==> config.mk <==
export PLATFORM = sky130hd
export DESIGN_NAME = cpuCore
export DESIGN_NICKNAME = d
export VERILOG_FILES = /design/src/design/architecture.sv /design/src/design/execIf.sv /design/src/design/stallLogic.sv /design/src/design/controller.sv /design/src/design/alu.sv /design/src/design/shifter.sv /design/src/design/multiplier.sv /design/src/design/divider.sv /design/src/design/cpuCore.sv
export SDC_FILE = /design/constraint.sdc
export NUM_CORES = 1
export LEC_CHECK = 0
export ABC_CLOCK_PERIOD_IN_PS = 11150
export BUFFER_PORTS_ARGS = -buffer_cell sky130_fd_sc_hd__buf_2
export CORE_MARGIN = 5
export CORE_UTILIZATION = 65
export DETAILED_ROUTE_END_ITERATION = 16
export PLACE_DENSITY_LB_ADDON = 0.05
export SYNTH_ARGS = -nofsm -noshare
export SYNTH_HDL_FRONTEND = slang
export SYNTH_SLANG_ARGS = --single-unit
==> constraint.sdc <==
create_clock -name clk -period 11.15 [get_ports clk]
set_input_delay 1.6725 -clock clk [delete_from_list [all_inputs] [get_ports clk]]
set_output_delay 1.6725 -clock clk [all_outputs]
set_load 0.02 [all_outputs]
==> src/design/architecture.sv <==
package architecture;

    localparam int dataWidth  = 16;
    localparam int instrWidth = 32;
    localparam int regCount   = 16;

    // instruction field positions.
    localparam int opcodeMsb = 31;
    localparam int opcodeLsb = 26;
    localparam int rdMsb     = 25;
    localparam int rdLsb     = 22;
    localparam int rsMsb     = 21;
    localparam int rsLsb     = 18;
    localparam int immMsb    = 15;
    localparam int immLsb    = 0;

    typedef enum logic [5:0] {
        ADC_I,  ADC_R,  UADC_I, UADC_R, ADD_I,  ADD_R,  UADD_I, UADD_R,
        AND_I,  AND_R,  TST_I,  TST_R,  OR_I,   OR_R,   SBB_I,  SBB_R,
        USBB_I, USBB_R, CMP_I,  CMP_R,  SUB_I,  SUB_R,  UCMP_I, UCMP_R,
        USUB_I, USUB_R, RCL_I,  RCL_R,  RCR_I,  RCR_R,  ROL_I,  ROL_R,
        ROR_I,  ROR_R,  SAR_I,  SAR_R,  SHL_I,  SHL_R,  SHR_I,  SHR_R,
        NOT_R,  SMUL_R, UMUL_R, SDIV_R, UDIV_R,
        LOAD,   STORE,  MOV_I,  HALT
    } opcodes;

    typedef enum logic [3:0] {
        FETCH0, FETCH1, FETCH2, FETCH3,
        DECODE,
        EXECUTE0, EXECUTE1,
        MEMORY0, MEMORY1, MEMORY2, MEMORY3,
        HALTED
    } states;

    // Owning unit of an opcode, one-hot as {divider, multiplier, shifter, alu}.
    // Zero means no unit is involved.
    function automatic logic [3:0] unitOf(opcodes op);
        case (op)
            ADC_I, ADC_R, UADC_I, UADC_R, ADD_I, ADD_R, UADD_I, UADD_R,
            AND_I, AND_R, TST_I, TST_R, OR_I, OR_R, NOT_R,
            SBB_I, SBB_R, USBB_I, USBB_R, CMP_I, CMP_R, SUB_I, SUB_R,
            UCMP_I, UCMP_R, USUB_I, USUB_R:                   unitOf = 4'b0001;
            RCL_I, RCL_R, RCR_I, RCR_R, ROL_I, ROL_R, ROR_I, ROR_R,
            SAR_I, SAR_R, SHL_I, SHL_R, SHR_I, SHR_R:         unitOf = 4'b0010;
            SMUL_R, UMUL_R:                                   unitOf = 4'b0100;
            SDIV_R, UDIV_R:                                   unitOf = 4'b1000;
            default:                                          unitOf = 4'b0000;
        endcase
    endfunction

endpackage

==> src/design/execIf.sv <==
`timescale 1ns/1ps

interface execIf import architecture::*; ();

    logic                 start;
    opcodes               op;
    logic [dataWidth-1:0] opA;
    logic [dataWidth-1:0] opB;
    logic                 carryIn;
    logic [dataWidth-1:0] result;
    logic                 carryOut;
    logic                 done;

    modport issuer (output start, op, opA, opB, carryIn, input result, carryOut, done);
    modport unit (input start, op, opA, opB, carryIn, output result, carryOut, done);

endinterface

==> src/design/stallLogic.sv <==
`timescale 1ns/1ps

module stallLogic import architecture::*; (
    input  states  state,
    input  opcodes instruction,
    input  logic   waitRequest,
    input  logic   readValid,
    input  logic   aluDone,
    input  logic   shifterDone,
    input  logic   multiplierDone,
    input  logic   dividerDone,

    output logic   enable
);

    logic [3:0] owner;
    logic [3:0] doneFlags;

    assign owner     = unitOf(instruction);
    assign doneFlags = {dividerDone, multiplierDone, shifterDone, aluDone};

    always_comb begin
        case (state)
            // no owning unit means nothing to wait for.
            EXECUTE0:        enable = (owner == 4'b0000) || |(owner & doneFlags);

            FETCH1,
            MEMORY1:         enable = !waitRequest;

            FETCH3:          enable = readValid;
            MEMORY3:         enable = readValid || (instruction == STORE); // store has no data.

            default:         enable = 1'b1;
        endcase
    end

endmodule

==> src/design/controller.sv <==
`timescale 1ns/1ps

module controller import architecture::*; (
    input  logic                  clk,
    input  logic                  rstN,
    input  logic                  enable,
    input  logic [instrWidth-1:0] readData,

    output states                 state,
    output opcodes                opcode,
    output logic [dataWidth-1:0]  address,
    output logic                  read,
    output logic                  write,
    output logic [instrWidth-1:0] writeData,
    output logic                  halted,

    execIf.issuer                 aluBus,
    execIf.issuer                 shifterBus,
    execIf.issuer                 multiplierBus,
    execIf.issuer                 dividerBus
);

    logic [dataWidth-1:0]   regs [regCount];
    logic [instrWidth-1:0]  instr;
    logic [dataWidth-1:0]   pc;
    logic                   carry;
    logic [rdMsb-rdLsb:0]   rd;
    logic [rsMsb-rsLsb:0]   rs;
    logic [dataWidth-1:0]   imm;
    logic [dataWidth-1:0]   rdValue;
    logic [dataWidth-1:0]   operandB;
    logic [dataWidth-1:0]   memAddress;
    logic [dataWidth-1:0]   unitResult;
    logic                   unitCarry;
    logic [3:0]             owner;
    logic                   immForm;
    logic                   compareOnly;
    logic                   issue;
    states                  nextState;

    assign opcode     = opcodes'(instr[opcodeMsb:opcodeLsb]);
    assign rd         = instr[rdMsb:rdLsb];
    assign rs         = instr[rsMsb:rsLsb];
    assign imm        = instr[immMsb:immLsb];
    assign rdValue    = regs[rd];
    assign memAddress = regs[rs] + imm;
    assign owner      = unitOf(opcode);
    assign halted     = (state == HALTED);
    assign writeData  = {{(instrWidth - dataWidth){1'b0}}, rdValue};

    assign immForm = opcode inside {ADC_I, UADC_I, ADD_I, UADD_I, AND_I, TST_I, OR_I,
                                    SBB_I, USBB_I, CMP_I, SUB_I, UCMP_I, USUB_I, RCL_I,
                                    RCR_I, ROL_I, ROR_I, SAR_I, SHL_I, SHR_I, MOV_I};
    assign compareOnly = opcode inside {TST_I, TST_R, CMP_I, CMP_R, UCMP_I, UCMP_R};
    assign operandB    = immForm ? imm : regs[rs];

    // start is high in DECODE, units latch on the edge into EXECUTE0.
    assign issue = (state == DECODE);

    assign aluBus.start        = issue && owner[0];
    assign aluBus.op           = opcode;
    assign aluBus.opA          = rdValue;
    assign aluBus.opB          = operandB;
    assign aluBus.carryIn      = carry;
    assign shifterBus.start    = issue && owner[1];
    assign shifterBus.op       = opcode;
    assign shifterBus.opA      = rdValue;
    assign shifterBus.opB      = operandB;
    assign shifterBus.carryIn  = carry;
    assign multiplierBus.start   = issue && owner[2];
    assign multiplierBus.op      = opcode;
    assign multiplierBus.opA     = rdValue;
    assign multiplierBus.opB     = operandB;
    assign multiplierBus.carryIn = carry;
    assign dividerBus.start    = issue && owner[3];
    assign dividerBus.op       = opcode;
    assign dividerBus.opA      = rdValue;
    assign dividerBus.opB      = operandB;
    assign dividerBus.carryIn  = carry;

    always_comb begin
        unitResult = aluBus.result;
        unitCarry  = aluBus.carryOut;
        if (owner[1]) begin
            unitResult = shifterBus.result;
            unitCarry  = shifterBus.carryOut;
        end else if (owner[2]) begin
            unitResult = multiplierBus.result;
            unitCarry  = multiplierBus.carryOut;
        end else if (owner[3]) begin
            unitResult = dividerBus.result;
            unitCarry  = dividerBus.carryOut;
        end
    end

    // bus request, held steady by the state while stalled.
    always_comb begin
        read    = 1'b0;
        write   = 1'b0;
        address = pc;
        case (state)
            FETCH0, FETCH1:   read = 1'b1;
            MEMORY0, MEMORY1: begin
                address = memAddress;
                read    = (opcode == LOAD);
                write   = (opcode == STORE);
            end
            default:          address = pc;
        endcase
    end

    always_comb begin
        nextState = state;
        case (state)
            FETCH0:   nextState = FETCH1;
            FETCH1:   nextState = FETCH2;
            FETCH2:   nextState = FETCH3;
            FETCH3:   nextState = DECODE;
            DECODE: begin
                if (opcode == HALT)
                    nextState = HALTED;
                else if (opcode == LOAD || opcode == STORE)
                    nextState = MEMORY0;
                else if (opcode == MOV_I)
                    nextState = EXECUTE1;
                else if (owner != 4'b0000)
                    nextState = EXECUTE0;
                else
                    nextState = FETCH0;   // unknown opcode acts as nop.
            end
            EXECUTE0: nextState = EXECUTE1;
            EXECUTE1: nextState = FETCH0;
            MEMORY0:  nextState = MEMORY1;
            MEMORY1:  nextState = MEMORY2;
            MEMORY2:  nextState = MEMORY3;
            MEMORY3:  nextState = FETCH0;
            default:  nextState = HALTED;
        endcase
    end

    always_ff @(posedge clk) begin
        if (!rstN) begin
            state <= FETCH0;
            pc    <= '0;
            carry <= 1'b0;
        end else if (enable) begin
            state <= nextState;
            if (state == FETCH3)
                pc <= pc + 1'b1;
            if (state == EXECUTE1 && owner != 4'b0000)
                carry <= unitCarry;
        end
    end

    always_ff @(posedge clk) begin
        if (enable) begin
            if (state == FETCH3)
                instr <= readData;
            if (state == EXECUTE1 && !compareOnly)
                regs[rd] <= (opcode == MOV_I) ? imm : unitResult;
            if (state == MEMORY3 && opcode == LOAD)
                regs[rd] <= readData[dataWidth-1:0];   // low half of the data path.
        end
    end

endmodule

==> src/design/alu.sv <==
`timescale 1ns/1ps

module alu import architecture::*; (
    input logic clk,
    input logic rstN,
    execIf.unit bus
);

    logic [dataWidth:0]   sum;
    logic [dataWidth:0]   diff;
    logic                 withCarry;
    logic                 addOverflow;
    logic                 subOverflow;
    logic [dataWidth-1:0] resultNext;
    logic                 carryNext;
    logic [dataWidth-1:0] result;
    logic                 carryOut;
    logic                 done;

    always_comb begin
        withCarry = bus.carryIn &&
                    (bus.op inside {ADC_I, ADC_R, UADC_I, UADC_R, SBB_I, SBB_R, USBB_I, USBB_R});
        sum  = {1'b0, bus.opA} + {1'b0, bus.opB} + withCarry;
        diff = {1'b0, bus.opA} - {1'b0, bus.opB} - withCarry;   // bit 16 is the borrow.
        addOverflow = (bus.opA[dataWidth-1] == bus.opB[dataWidth-1]) &&
                      (sum[dataWidth-1] != bus.opA[dataWidth-1]);
        subOverflow = (bus.opA[dataWidth-1] != bus.opB[dataWidth-1]) &&
                      (diff[dataWidth-1] != bus.opA[dataWidth-1]);

        resultNext = sum[dataWidth-1:0];
        carryNext  = bus.carryIn;
        case (bus.op)
            ADC_I, ADC_R, ADD_I, ADD_R:     carryNext = addOverflow;
            UADC_I, UADC_R, UADD_I, UADD_R: carryNext = sum[dataWidth];
            SBB_I, SBB_R, SUB_I, SUB_R: begin
                resultNext = diff[dataWidth-1:0];
                carryNext  = subOverflow;
            end
            USBB_I, USBB_R, USUB_I, USUB_R: begin
                resultNext = diff[dataWidth-1:0];
                carryNext  = diff[dataWidth];
            end
            CMP_I, CMP_R: begin
                resultNext = diff[dataWidth-1:0];
                carryNext  = $signed(bus.opA) < $signed(bus.opB);
            end
            UCMP_I, UCMP_R: begin
                resultNext = diff[dataWidth-1:0];
                carryNext  = bus.opA < bus.opB;
            end
            AND_I, AND_R:   resultNext = bus.opA & bus.opB;
            TST_I, TST_R: begin
                resultNext = bus.opA & bus.opB;
                carryNext  = |(bus.opA & bus.opB);   // any common bit set.
            end
            OR_I, OR_R:     resultNext = bus.opA | bus.opB;
            NOT_R:          resultNext = ~bus.opB;
            default:        carryNext = bus.carryIn;
        endcase
    end

    always_ff @(posedge clk) begin
        if (!rstN)
            done <= 1'b0;
        else if (bus.start)
            done <= 1'b1;   // result lands on the same edge.
    end

    always_ff @(posedge clk) begin
        if (bus.start) begin
            result   <= resultNext;
            carryOut <= carryNext;
        end
    end

    assign bus.result   = result;
    assign bus.carryOut = carryOut;
    assign bus.done     = done;

endmodule

==> src/design/shifter.sv <==
`timescale 1ns/1ps

module shifter import architecture::*; (
    input logic clk,
    input logic rstN,
    execIf.unit bus
);

    opcodes               op;
    logic [dataWidth-1:0] value;
    logic                 carry;
    logic [3:0]           count;
    logic                 busy;
    logic                 done;

    always_ff @(posedge clk) begin
        if (!rstN) begin
            busy <= 1'b0;
            done <= 1'b0;
        end else if (bus.start) begin
            busy <= (bus.opB[3:0] != 4'd0);
            done <= (bus.opB[3:0] == 4'd0);   // zero count is ready at once.
        end else if (busy && count == 4'd1) begin
            busy <= 1'b0;
            done <= 1'b1;
        end
    end

    always_ff @(posedge clk) begin
        if (bus.start) begin
            op    <= bus.op;
            value <= bus.opA;
            carry <= bus.carryIn;
            count <= bus.opB[3:0];
        end else if (busy) begin
            count <= count - 1'b1;
            case (op)
                SHL_I, SHL_R: {carry, value} <= {value, 1'b0};
                SHR_I, SHR_R: {value, carry} <= {1'b0, value};
                SAR_I, SAR_R: {value, carry} <= {value[dataWidth-1], value};
                ROL_I, ROL_R: {carry, value} <= {value[dataWidth-1], value[dataWidth-2:0],
                                                 value[dataWidth-1]};
                ROR_I, ROR_R: {value, carry} <= {value[0], value[dataWidth-1:1], value[0]};
                RCL_I, RCL_R: {carry, value} <= {value, carry};
                default:      {value, carry} <= {carry, value};   // rcr.
            endcase
        end
    end

    assign bus.result   = value;
    assign bus.carryOut = carry;
    assign bus.done     = done;

endmodule

==> src/design/multiplier.sv <==
`timescale 1ns/1ps

module multiplier import architecture::*; (
    input logic clk,
    input logic rstN,
    execIf.unit bus
);

    logic [2*dataWidth-1:0] product;
    logic [2*dataWidth-1:0] multiplicand;
    logic [dataWidth-1:0]   multiplierBits;
    logic [dataWidth-1:0]   magA;
    logic [dataWidth-1:0]   magB;
    logic                   signedOp;
    logic                   negative;
    logic [3:0]             steps;
    logic                   busy;
    logic                   done;

    assign signedOp = (bus.op == SMUL_R);
    assign magA     = (signedOp && bus.opA[dataWidth-1]) ? -bus.opA : bus.opA;
    assign magB     = (signedOp && bus.opB[dataWidth-1]) ? -bus.opB : bus.opB;

    always_ff @(posedge clk) begin
        if (!rstN) begin
            busy <= 1'b0;
            done <= 1'b0;
        end else if (bus.start) begin
            busy <= 1'b1;
            done <= 1'b0;
        end else if (busy && steps == 4'd0) begin
            busy <= 1'b0;
            done <= 1'b1;
        end
    end

    always_ff @(posedge clk) begin
        if (bus.start) begin
            product        <= '0;
            multiplicand   <= {{dataWidth{1'b0}}, magA};
            multiplierBits <= magB;
            negative       <= signedOp && (bus.opA[dataWidth-1] ^ bus.opB[dataWidth-1]);
            steps          <= 4'(dataWidth - 1);
        end else if (busy) begin
            if (multiplierBits[0])
                product <= product + multiplicand;
            multiplicand   <= multiplicand << 1;
            multiplierBits <= multiplierBits >> 1;
            steps          <= steps - 1'b1;
        end
    end

    // sign applied to the low half only.
    assign bus.result   = negative ? -product[dataWidth-1:0] : product[dataWidth-1:0];
    assign bus.carryOut = |product[2*dataWidth-1:dataWidth];   // magnitude overflow.
    assign bus.done     = done;

endmodule

==> src/design/divider.sv <==
`timescale 1ns/1ps

module divider import architecture::*; (
    input logic clk,
    input logic rstN,
    execIf.unit bus
);

    logic [dataWidth-1:0] remainder;
    logic [dataWidth-1:0] quotient;
    logic [dataWidth-1:0] divisor;
    logic [dataWidth:0]   shifted;
    logic [dataWidth:0]   trial;
    logic [dataWidth-1:0] magA;
    logic [dataWidth-1:0] magB;
    logic                 signedOp;
    logic                 negative;
    logic                 zeroDivisor;
    logic [3:0]           steps;
    logic                 busy;
    logic                 done;

    assign signedOp = (bus.op == SDIV_R);
    assign magA     = (signedOp && bus.opA[dataWidth-1]) ? -bus.opA : bus.opA;
    assign magB     = (signedOp && bus.opB[dataWidth-1]) ? -bus.opB : bus.opB;
    assign shifted  = {remainder, quotient[dataWidth-1]};
    assign trial    = shifted - {1'b0, divisor};

    always_ff @(posedge clk) begin
        if (!rstN) begin
            busy <= 1'b0;
            done <= 1'b0;
        end else if (bus.start) begin
            busy <= 1'b1;
            done <= 1'b0;
        end else if (busy && steps == 4'd0) begin
            busy <= 1'b0;
            done <= 1'b1;
        end
    end

    always_ff @(posedge clk) begin
        if (bus.start) begin
            remainder   <= '0;
            quotient    <= magA;   // dividend shifts out as quotient shifts in.
            divisor     <= magB;
            negative    <= signedOp && (bus.opA[dataWidth-1] ^ bus.opB[dataWidth-1]);
            zeroDivisor <= (bus.opB == '0);
            steps       <= 4'(dataWidth - 1);
        end else if (busy) begin
            steps <= steps - 1'b1;
            if (trial[dataWidth]) begin
                remainder <= shifted[dataWidth-1:0];   // restore.
                quotient  <= {quotient[dataWidth-2:0], 1'b0};
            end else begin
                remainder <= trial[dataWidth-1:0];
                quotient  <= {quotient[dataWidth-2:0], 1'b1};
            end
        end
    end

    assign bus.result   = zeroDivisor ? {dataWidth{1'b1}} : (negative ? -quotient : quotient);
    assign bus.carryOut = zeroDivisor;
    assign bus.done     = done;

endmodule

==> src/design/cpuCore.sv <==
`timescale 1ns/1ps

module cpuCore import architecture::*; (
    input  logic                  clk,
    input  logic                  rstN,
    input  logic                  waitRequest,
    input  logic [instrWidth-1:0] readData,
    input  logic                  readValid,

    output logic [dataWidth-1:0]  address,
    output logic                  read,
    output logic                  write,
    output logic [instrWidth-1:0] writeData,
    output logic                  halted
);

    states  state;
    opcodes opcode;
    logic   enable;

    execIf aluBus ();
    execIf shifterBus ();
    execIf multiplierBus ();
    execIf dividerBus ();

    controller controller0 (
        .clk           (clk),
        .rstN          (rstN),
        .enable        (enable),
        .readData      (readData),
        .state         (state),
        .opcode        (opcode),
        .address       (address),
        .read          (read),
        .write         (write),
        .writeData     (writeData),
        .halted        (halted),
        .aluBus        (aluBus),
        .shifterBus    (shifterBus),
        .multiplierBus (multiplierBus),
        .dividerBus    (dividerBus)
    );

    stallLogic stallLogic0 (
        .state          (state),
        .instruction    (opcode),
        .waitRequest    (waitRequest),
        .readValid      (readValid),
        .aluDone        (aluBus.done),
        .shifterDone    (shifterBus.done),
        .multiplierDone (multiplierBus.done),
        .dividerDone    (dividerBus.done),
        .enable         (enable)
    );

    alu        alu0        (.clk(clk), .rstN(rstN), .bus(aluBus));
    shifter    shifter0    (.clk(clk), .rstN(rstN), .bus(shifterBus));
    multiplier multiplier0 (.clk(clk), .rstN(rstN), .bus(multiplierBus));
    divider    divider0    (.clk(clk), .rstN(rstN), .bus(dividerBus));

endmodule

=== After elaboration in Yosys (flattened, before gate mapping) ===
Memory sizes are Yosys's and may differ from the RTL's. A register that Yosys moved wholly into a read port is not among the register bits.
Cells that the tools add are included.

* Add/sub/neg operators: 15
* Reductions and logical operators: 72
* Equality and inequality tests: 68
* Muxes and demuxes: 61
* $lt $le $gt $ge: 2
* Bitwise logic cells: 7

{| class="wikitable"
|+ Operators with widths
! operator !! number
|-
| 16-bit two-way mux || 23
|-
| 6-bit equality test (second input constant) || 19
|-
| 6-bit by 5-bit equality test with 1-bit output (second input constant) || 17
|-
| 16-bit one-hot mux with 6 select lines || 1
|-
| 16-bit negator || 4
|-
| 16-bit one-hot mux with 4 select lines || 1
|-
| 6-bit by 4-bit equality test with 1-bit output (second input constant) || 8
|-
| 4-bit one-hot mux with 10 select lines || 1
|-
| 32-bit adder || 1
|-
| 16-bit less-than comparator || 2
|-
| 16-bit OR reduction || 2
|-
| 2-bit OR reduction || 16
|-
| 4-bit two-way mux || 7
|-
| 6-bit by 3-bit equality test with 1-bit output (second input constant) || 4
|-
| 4-bit OR reduction || 6
|-
| 1-bit two-way mux || 22
|-
| 21-bit nonzero test || 1
|-
| 4-bit logical NOT || 5
|-
| 1-bit logical AND || 19
|-
| 16-bit by 16-bit adder with 17-bit output || 1
|-
| 17-bit by 1-bit adder with 17-bit output || 1
|-
| 16-bit by 16-bit subtractor with 17-bit output || 1
|-
| 17-bit by 1-bit subtractor with 17-bit output || 1
|-
| 17-bit by 16-bit subtractor with 17-bit output || 1
|-
| other kinds (35) || 61
|}

* Bits of input ports: 36
* Memories: 3
* Bits in writable memories: 256
* Output and inout bits: 51
* Logic and storage cells: 258
* Bits in registers: 243
* ROM bits: 512

{| class="wikitable"
|+ Memories
! memory !! depth !! bits a word !! rd ports !! clocked after memory_dff !! write ports !! line !! RTL
|-
| (name not given) || 64 || 4 || 1 || 1 || 0 || architecture.sv:38 || <nowiki>case (op)</nowiki>
|-
| (name not given) || 64 || 4 || 1 || 1 || 0 || architecture.sv:38 ||
|-
| controller0.regs || 16 || 16 || 2 || 2 || 1 || controller.sv:23 || <nowiki>logic [dataWidth-1:0] regs [regCount];</nowiki>
|}

=== Depth between registers and ports, before layout ===
* Depth in word-level cells: 8
* Gate-level depth with buffers: 20
* Depth with buffers taken out: 17

=== Hierarchy ===
From an unflattened synthesis, not the netlist that was laid out.

* Cells, all modules: 2942
* Area total of the unflattened synthesis: 32645.1 sq um

{| class="wikitable"
|+ Modules (own cells, without submodules)
! module !! times used !! cells an instance !! sequential area each (sq um) !! area an instance (sq um)
|-
| controller || 1 || 1156 || 9248.9 || 17372.9
|-
| multiplier || 1 || 718 || 2072.0 || 5883.1
|-
| divider || 1 || 464 || 1461.4 || 4001.3
|-
| alu || 1 || 441 || 530.5 || 3612.2
|-
| shifter || 1 || 135 || 820.8 || 1561.5
|-
| stallLogic || 1 || 28 || 0.0 || 214.0
|}

=== Worst setup path after synthesis ===
Ideal clock, no wire load.

* Path type: register to output
* Start point: register with a tool-made name
* End point: output port address[15]
* Arrival: 4.075 ns
* Stages on the path, launching flop included: 15
* Buffers on the path: 3
* Setup slack: 5.403 ns
* Path through: dfxtp_1 > clkbuf_1 > clkbuf_1 > clkbuf_1 > mux4_2 > mux4_2 > ha_1 > nand3_1 > nand2_1 > a41oi_1 > a211oi_1 > o21a_1 > o21a_1 > mux2i_1 > o32ai_1

{| class="wikitable"
|+ RTL lines
! what !! line !! RTL
|-
| end, declared || cpuCore.sv:10 || <nowiki>output logic [dataWidth-1:0] address,</nowiki>
|}

==> impl_metrics.json <==
{
  "clock-sinks": 508,
  "intPower_mw": 3.48,
  "status": "finished, final reports clean",
  "final.fill_count": 3216,
  "clkSlewWorstSetupHoldPaths_ps": 60,
  "finalCritPeriodShare": 0.688,
  "fin_tns_setup_ps": 0,
  "top_layer": "met5",
  "register_area_um2": 14100,
  "chipHeight_um": 226,
  "slowest_delay_ps": 820,
  "setup_viol": 0,
  "reg2reg_depth": 17,
  "port_buffers": 68,
  "slew_violations": 0,
  "die_area_um2": 50900,
  "start_util": 0.653,
  "rows": 79,
  "critPathMaxFanout": 49,
  "grt_pass1_vias": 21895,
  "hp-start": "controller0.instr[19]",
  "antenna_found_initial": 2,
  "crit_required_ps": 9480,
  "cp_cell_sequence": "buf_4, mux4_2, mux4_2, ha_1, inv_1, fa_1, nor2b_1, o21ai_0, a21oi_1, o21ai_1, a21oi_1, o21a_1, o211ai_1, a2111oi_0, or3_1, a31o_2, buf_2",
  "dieWidth_um": 226,
  "utilization": 0.714,
  "cts_tree": "done",
  "seqPwrFrac": 0.434,
  "gp_congestion": 1.01,
  "placed_cell_area_um2": 31200,
  "multi_input_area_um2": 15100,
  "wire_per_inst_um": 25.4,
  "critical_path_class": "reg -> out",
  "grt_use_total": 0.335,
  "finalCriticalPeriod_ps": 7670,
  "yosys_most_used_dff": "edfxtp_1",
  "grt_max_degree": 63,
  "ys_warn_count": 0,
  "nets": 2900,
  "p_switching_mw": 1.40,
  "htreeDepth": 2,
  "power_density_nw_per_um2": 148,
  "worst_setup_path_end_kind": "output pin",
  "ys_ff_latch": 508,
  "ioPinCount": 87,
  "grt_overflow_total": 0,
  "p_leak_nw": 12.2,
  "slew-limit-headroom": 0.181,
  "drt_iter0_markers": 2193,
  "cts.path.max_buffers": 3,
  "dp_hpwl_um": 59100,
  "p_sw_frac": 0.287,
  "hold_violations": 0,
  "syn2layout_area_growth_pct": 9.23,
  "ant_nets": 0,
  "drt_wl_total_um": 85100,
  "design_area_um2": 33000,
  "clockRootBuffer": "clkbuf_16",
  "combPwrFrac": 0.198,
  "drc": 0,
  "drt-met1-wl_um": 31500,
  "clk_latency_ps": 650,
  "route.met3.wl_um": 6920,
  "synth-async-reset-ratio": 0,
  "vias": 22167,
  "ir_drop_v": 0.000159,
  "rr_endpoint": "alu0.bus.carryOut",
  "yosysSeqAreaShare": 0.468,
  "fin_skew_ps": 54.8,
  "synth_cells": 2653,
  "syn_area_per_cell_um2": 11.4,
  "grt_setup_unrepaired": "no",
  "hold_buffers": 0,
  "clkPwrFrac": 0.368,
  "cp.arrival_ps": 6000,
  "syn_area_um2": 30200,
  "first_pass_iters": 6,
  "cp_slowest_cell": "buf_4",
  "max_freq_mhz": 130,
  "synth.distinct_cells": 87,
  "viasPerCell": 6.60,
  "min_path_type": "reg -> reg",
  "grt_pass1_wl_um": 130000,
  "tightest_slew_ps": 1230,
  "fp.coreArea_um2": 46300,
  "drive_above_1_share": 0.159,
  "wl_met2_um": 42100,
  "ctsResizeCount": 0,
  "drv_cap": 0,
  "post-cts-setup-buffers": 0,
  "cts_buffers": 54,
  "reg2reg_slack_ps": 4940,
  "crit_path_end": "address[14]",
  "synth_edf_count": 396,
  "startpoint_type": "flop"
}
==> stage by stage <==
| stage | setup slack (ps) | hold WS, ps | power, mW | std cells |
|---|---|---|---|---|
| finish | 3480 | 457 | 4.88 | 3357 |
| detailed placement | 4100 | 458 | 3.11 | 3256 |
| CTS | 3430 | 461 | 4.89 | 3355 |
| global route | 3060 | 479 | 5.07 | 3356 |
| global placement | 4210 | 432 | 3.09 | 3256 |
| floorplan | 5400 | 424 | 2.83 | 2668 |
==> power by group through the flow <==
stage	clock [mW]	sequential, mW	combinational, mW
after floorplan	0	2.14	0.696
after global placement	0	2.16	0.930
after detailed placement	0	2.16	0.947
after CTS	1.82	2.12	0.953
after global routing	1.91	2.12	1.04
final	1.80	2.12	0.968
==> synth_stat cells (41+ instances only) <==
cell | instances | area (um2)
edfxtp_1 | 396 | 11900
nand2_1 | 253 | 950
nor2_1 | 223 | 837
a21oi_1 | 172 | 861
mux4_2 | 156 | 3510
ha_1 | 151 | 1890
xnor2_1 | 133 | 1160
dfxtp_1 | 112 | 2240
o21ai_0 | 106 | 531
inv_1 | 102 | 383
clkbuf_1 | 89 | 334
mux2i_1 | 68 | 681
o21ai_1 | 60 | 300
nor3_1 | 48 | 240
nand3_1 | 41 | 205
==> sequential cells by signal, summed over array words and instances (netlist names), 4 cells and up, named ones only <==
signal	flops
controller0.regs	256
multiplier0.multiplicand	32
multiplier0.product	32
controller0.instr	30
alu0.bus.result	16
controller0.pc	16
divider0.divisor	16
divider0.quotient	16
divider0.remainder	16
multiplier0.multiplierBits	16
shifter0.bus.result	16
shifter0.op	5
controller0.state	4
divider0.steps	4
multiplier0.steps	4
shifter0.count	4
stallLogic0.owner	4
==> layout by cell type, fill, tap and decap left out, types with 53 or more instances in the layout <==
master | synthesis | layout
edfxtp_1 | 396 | 396
nand2_1 | 253 | 251
nor2_1 | 223 | 211
a21oi_1 | 172 | 172
mux4_2 | 156 | 156
ha_1 | 151 | 151
xnor2_1 | 133 | 132
dfxtp_1 | 112 | 107
o21ai_0 | 106 | 105
inv_1 | 102 | 102
buf_2 | 15 | 69
mux2i_1 | 68 | 68
o21ai_1 | 60 | 59
clkbuf_16 | 0 | 54
buf_4 | 19 | 53
==> worst min path at each step <==
| stage | cells past startpoint | slack, ps | to |
|---|---|---|---|
| floorplan | 0 | 420 | shifter0.op[2] |
| global placement | 1 | 430 | flop |
| detailed placement | 1 | 460 | flop |
| CTS | 1 | 460 | flop |
| global route | 1 | 480 | flop |
| finish | 1 | 460 | flop |
==> worst max-delay path: cells and delay by family, from the launching register on <==
kind	cells	cell delay, ps
flops	1	550
mux	2	1170
fa+ha+maj	2	430
buf+inv	3	1060
compound gates	8	1740
simple gates	2	390
==> layer usage <==
metal / GRT usage / up-vias
li1: - / 10040
met1: 0.427 / 10787
met2: 0.566 / 1084
met3: 0.0521 / 254
met4: 0.160 / 2
met5: 0 / -
==> area by class of cell <==
class,instances,area share
tap,607,0.0230
inverter,123,0.0140
clock buffer,71,0.0444
sequential,508,0.428
antenna,1,0.0000758
timing repair buffer,122,0.0225
clock inverter,28,0.00909
multi-input combinational,1897,0.459
==> cell families (layout without fill, tap and decap cells) <==
| family | Yosys count | count (layout) | synth area share |
|---|---|---|---|
| and+or+nand+nor | 736 | 736 | 0.112 |
| AOI/OAI and AO/OA | 566 | 566 | 0.115 |
| DFF | 508 | 508 | 0.468 |
| buffers and inverters | 263 | 344 | 0.0363 |
| muxes | 252 | 252 | 0.153 |
| xor gates and xnor gates | 169 | 169 | 0.0490 |
| adders and majority gates | 158 | 158 | 0.0671 |
| other | 1 | 17 | 0.000124 |
Power figures use the tool's default switching activity.
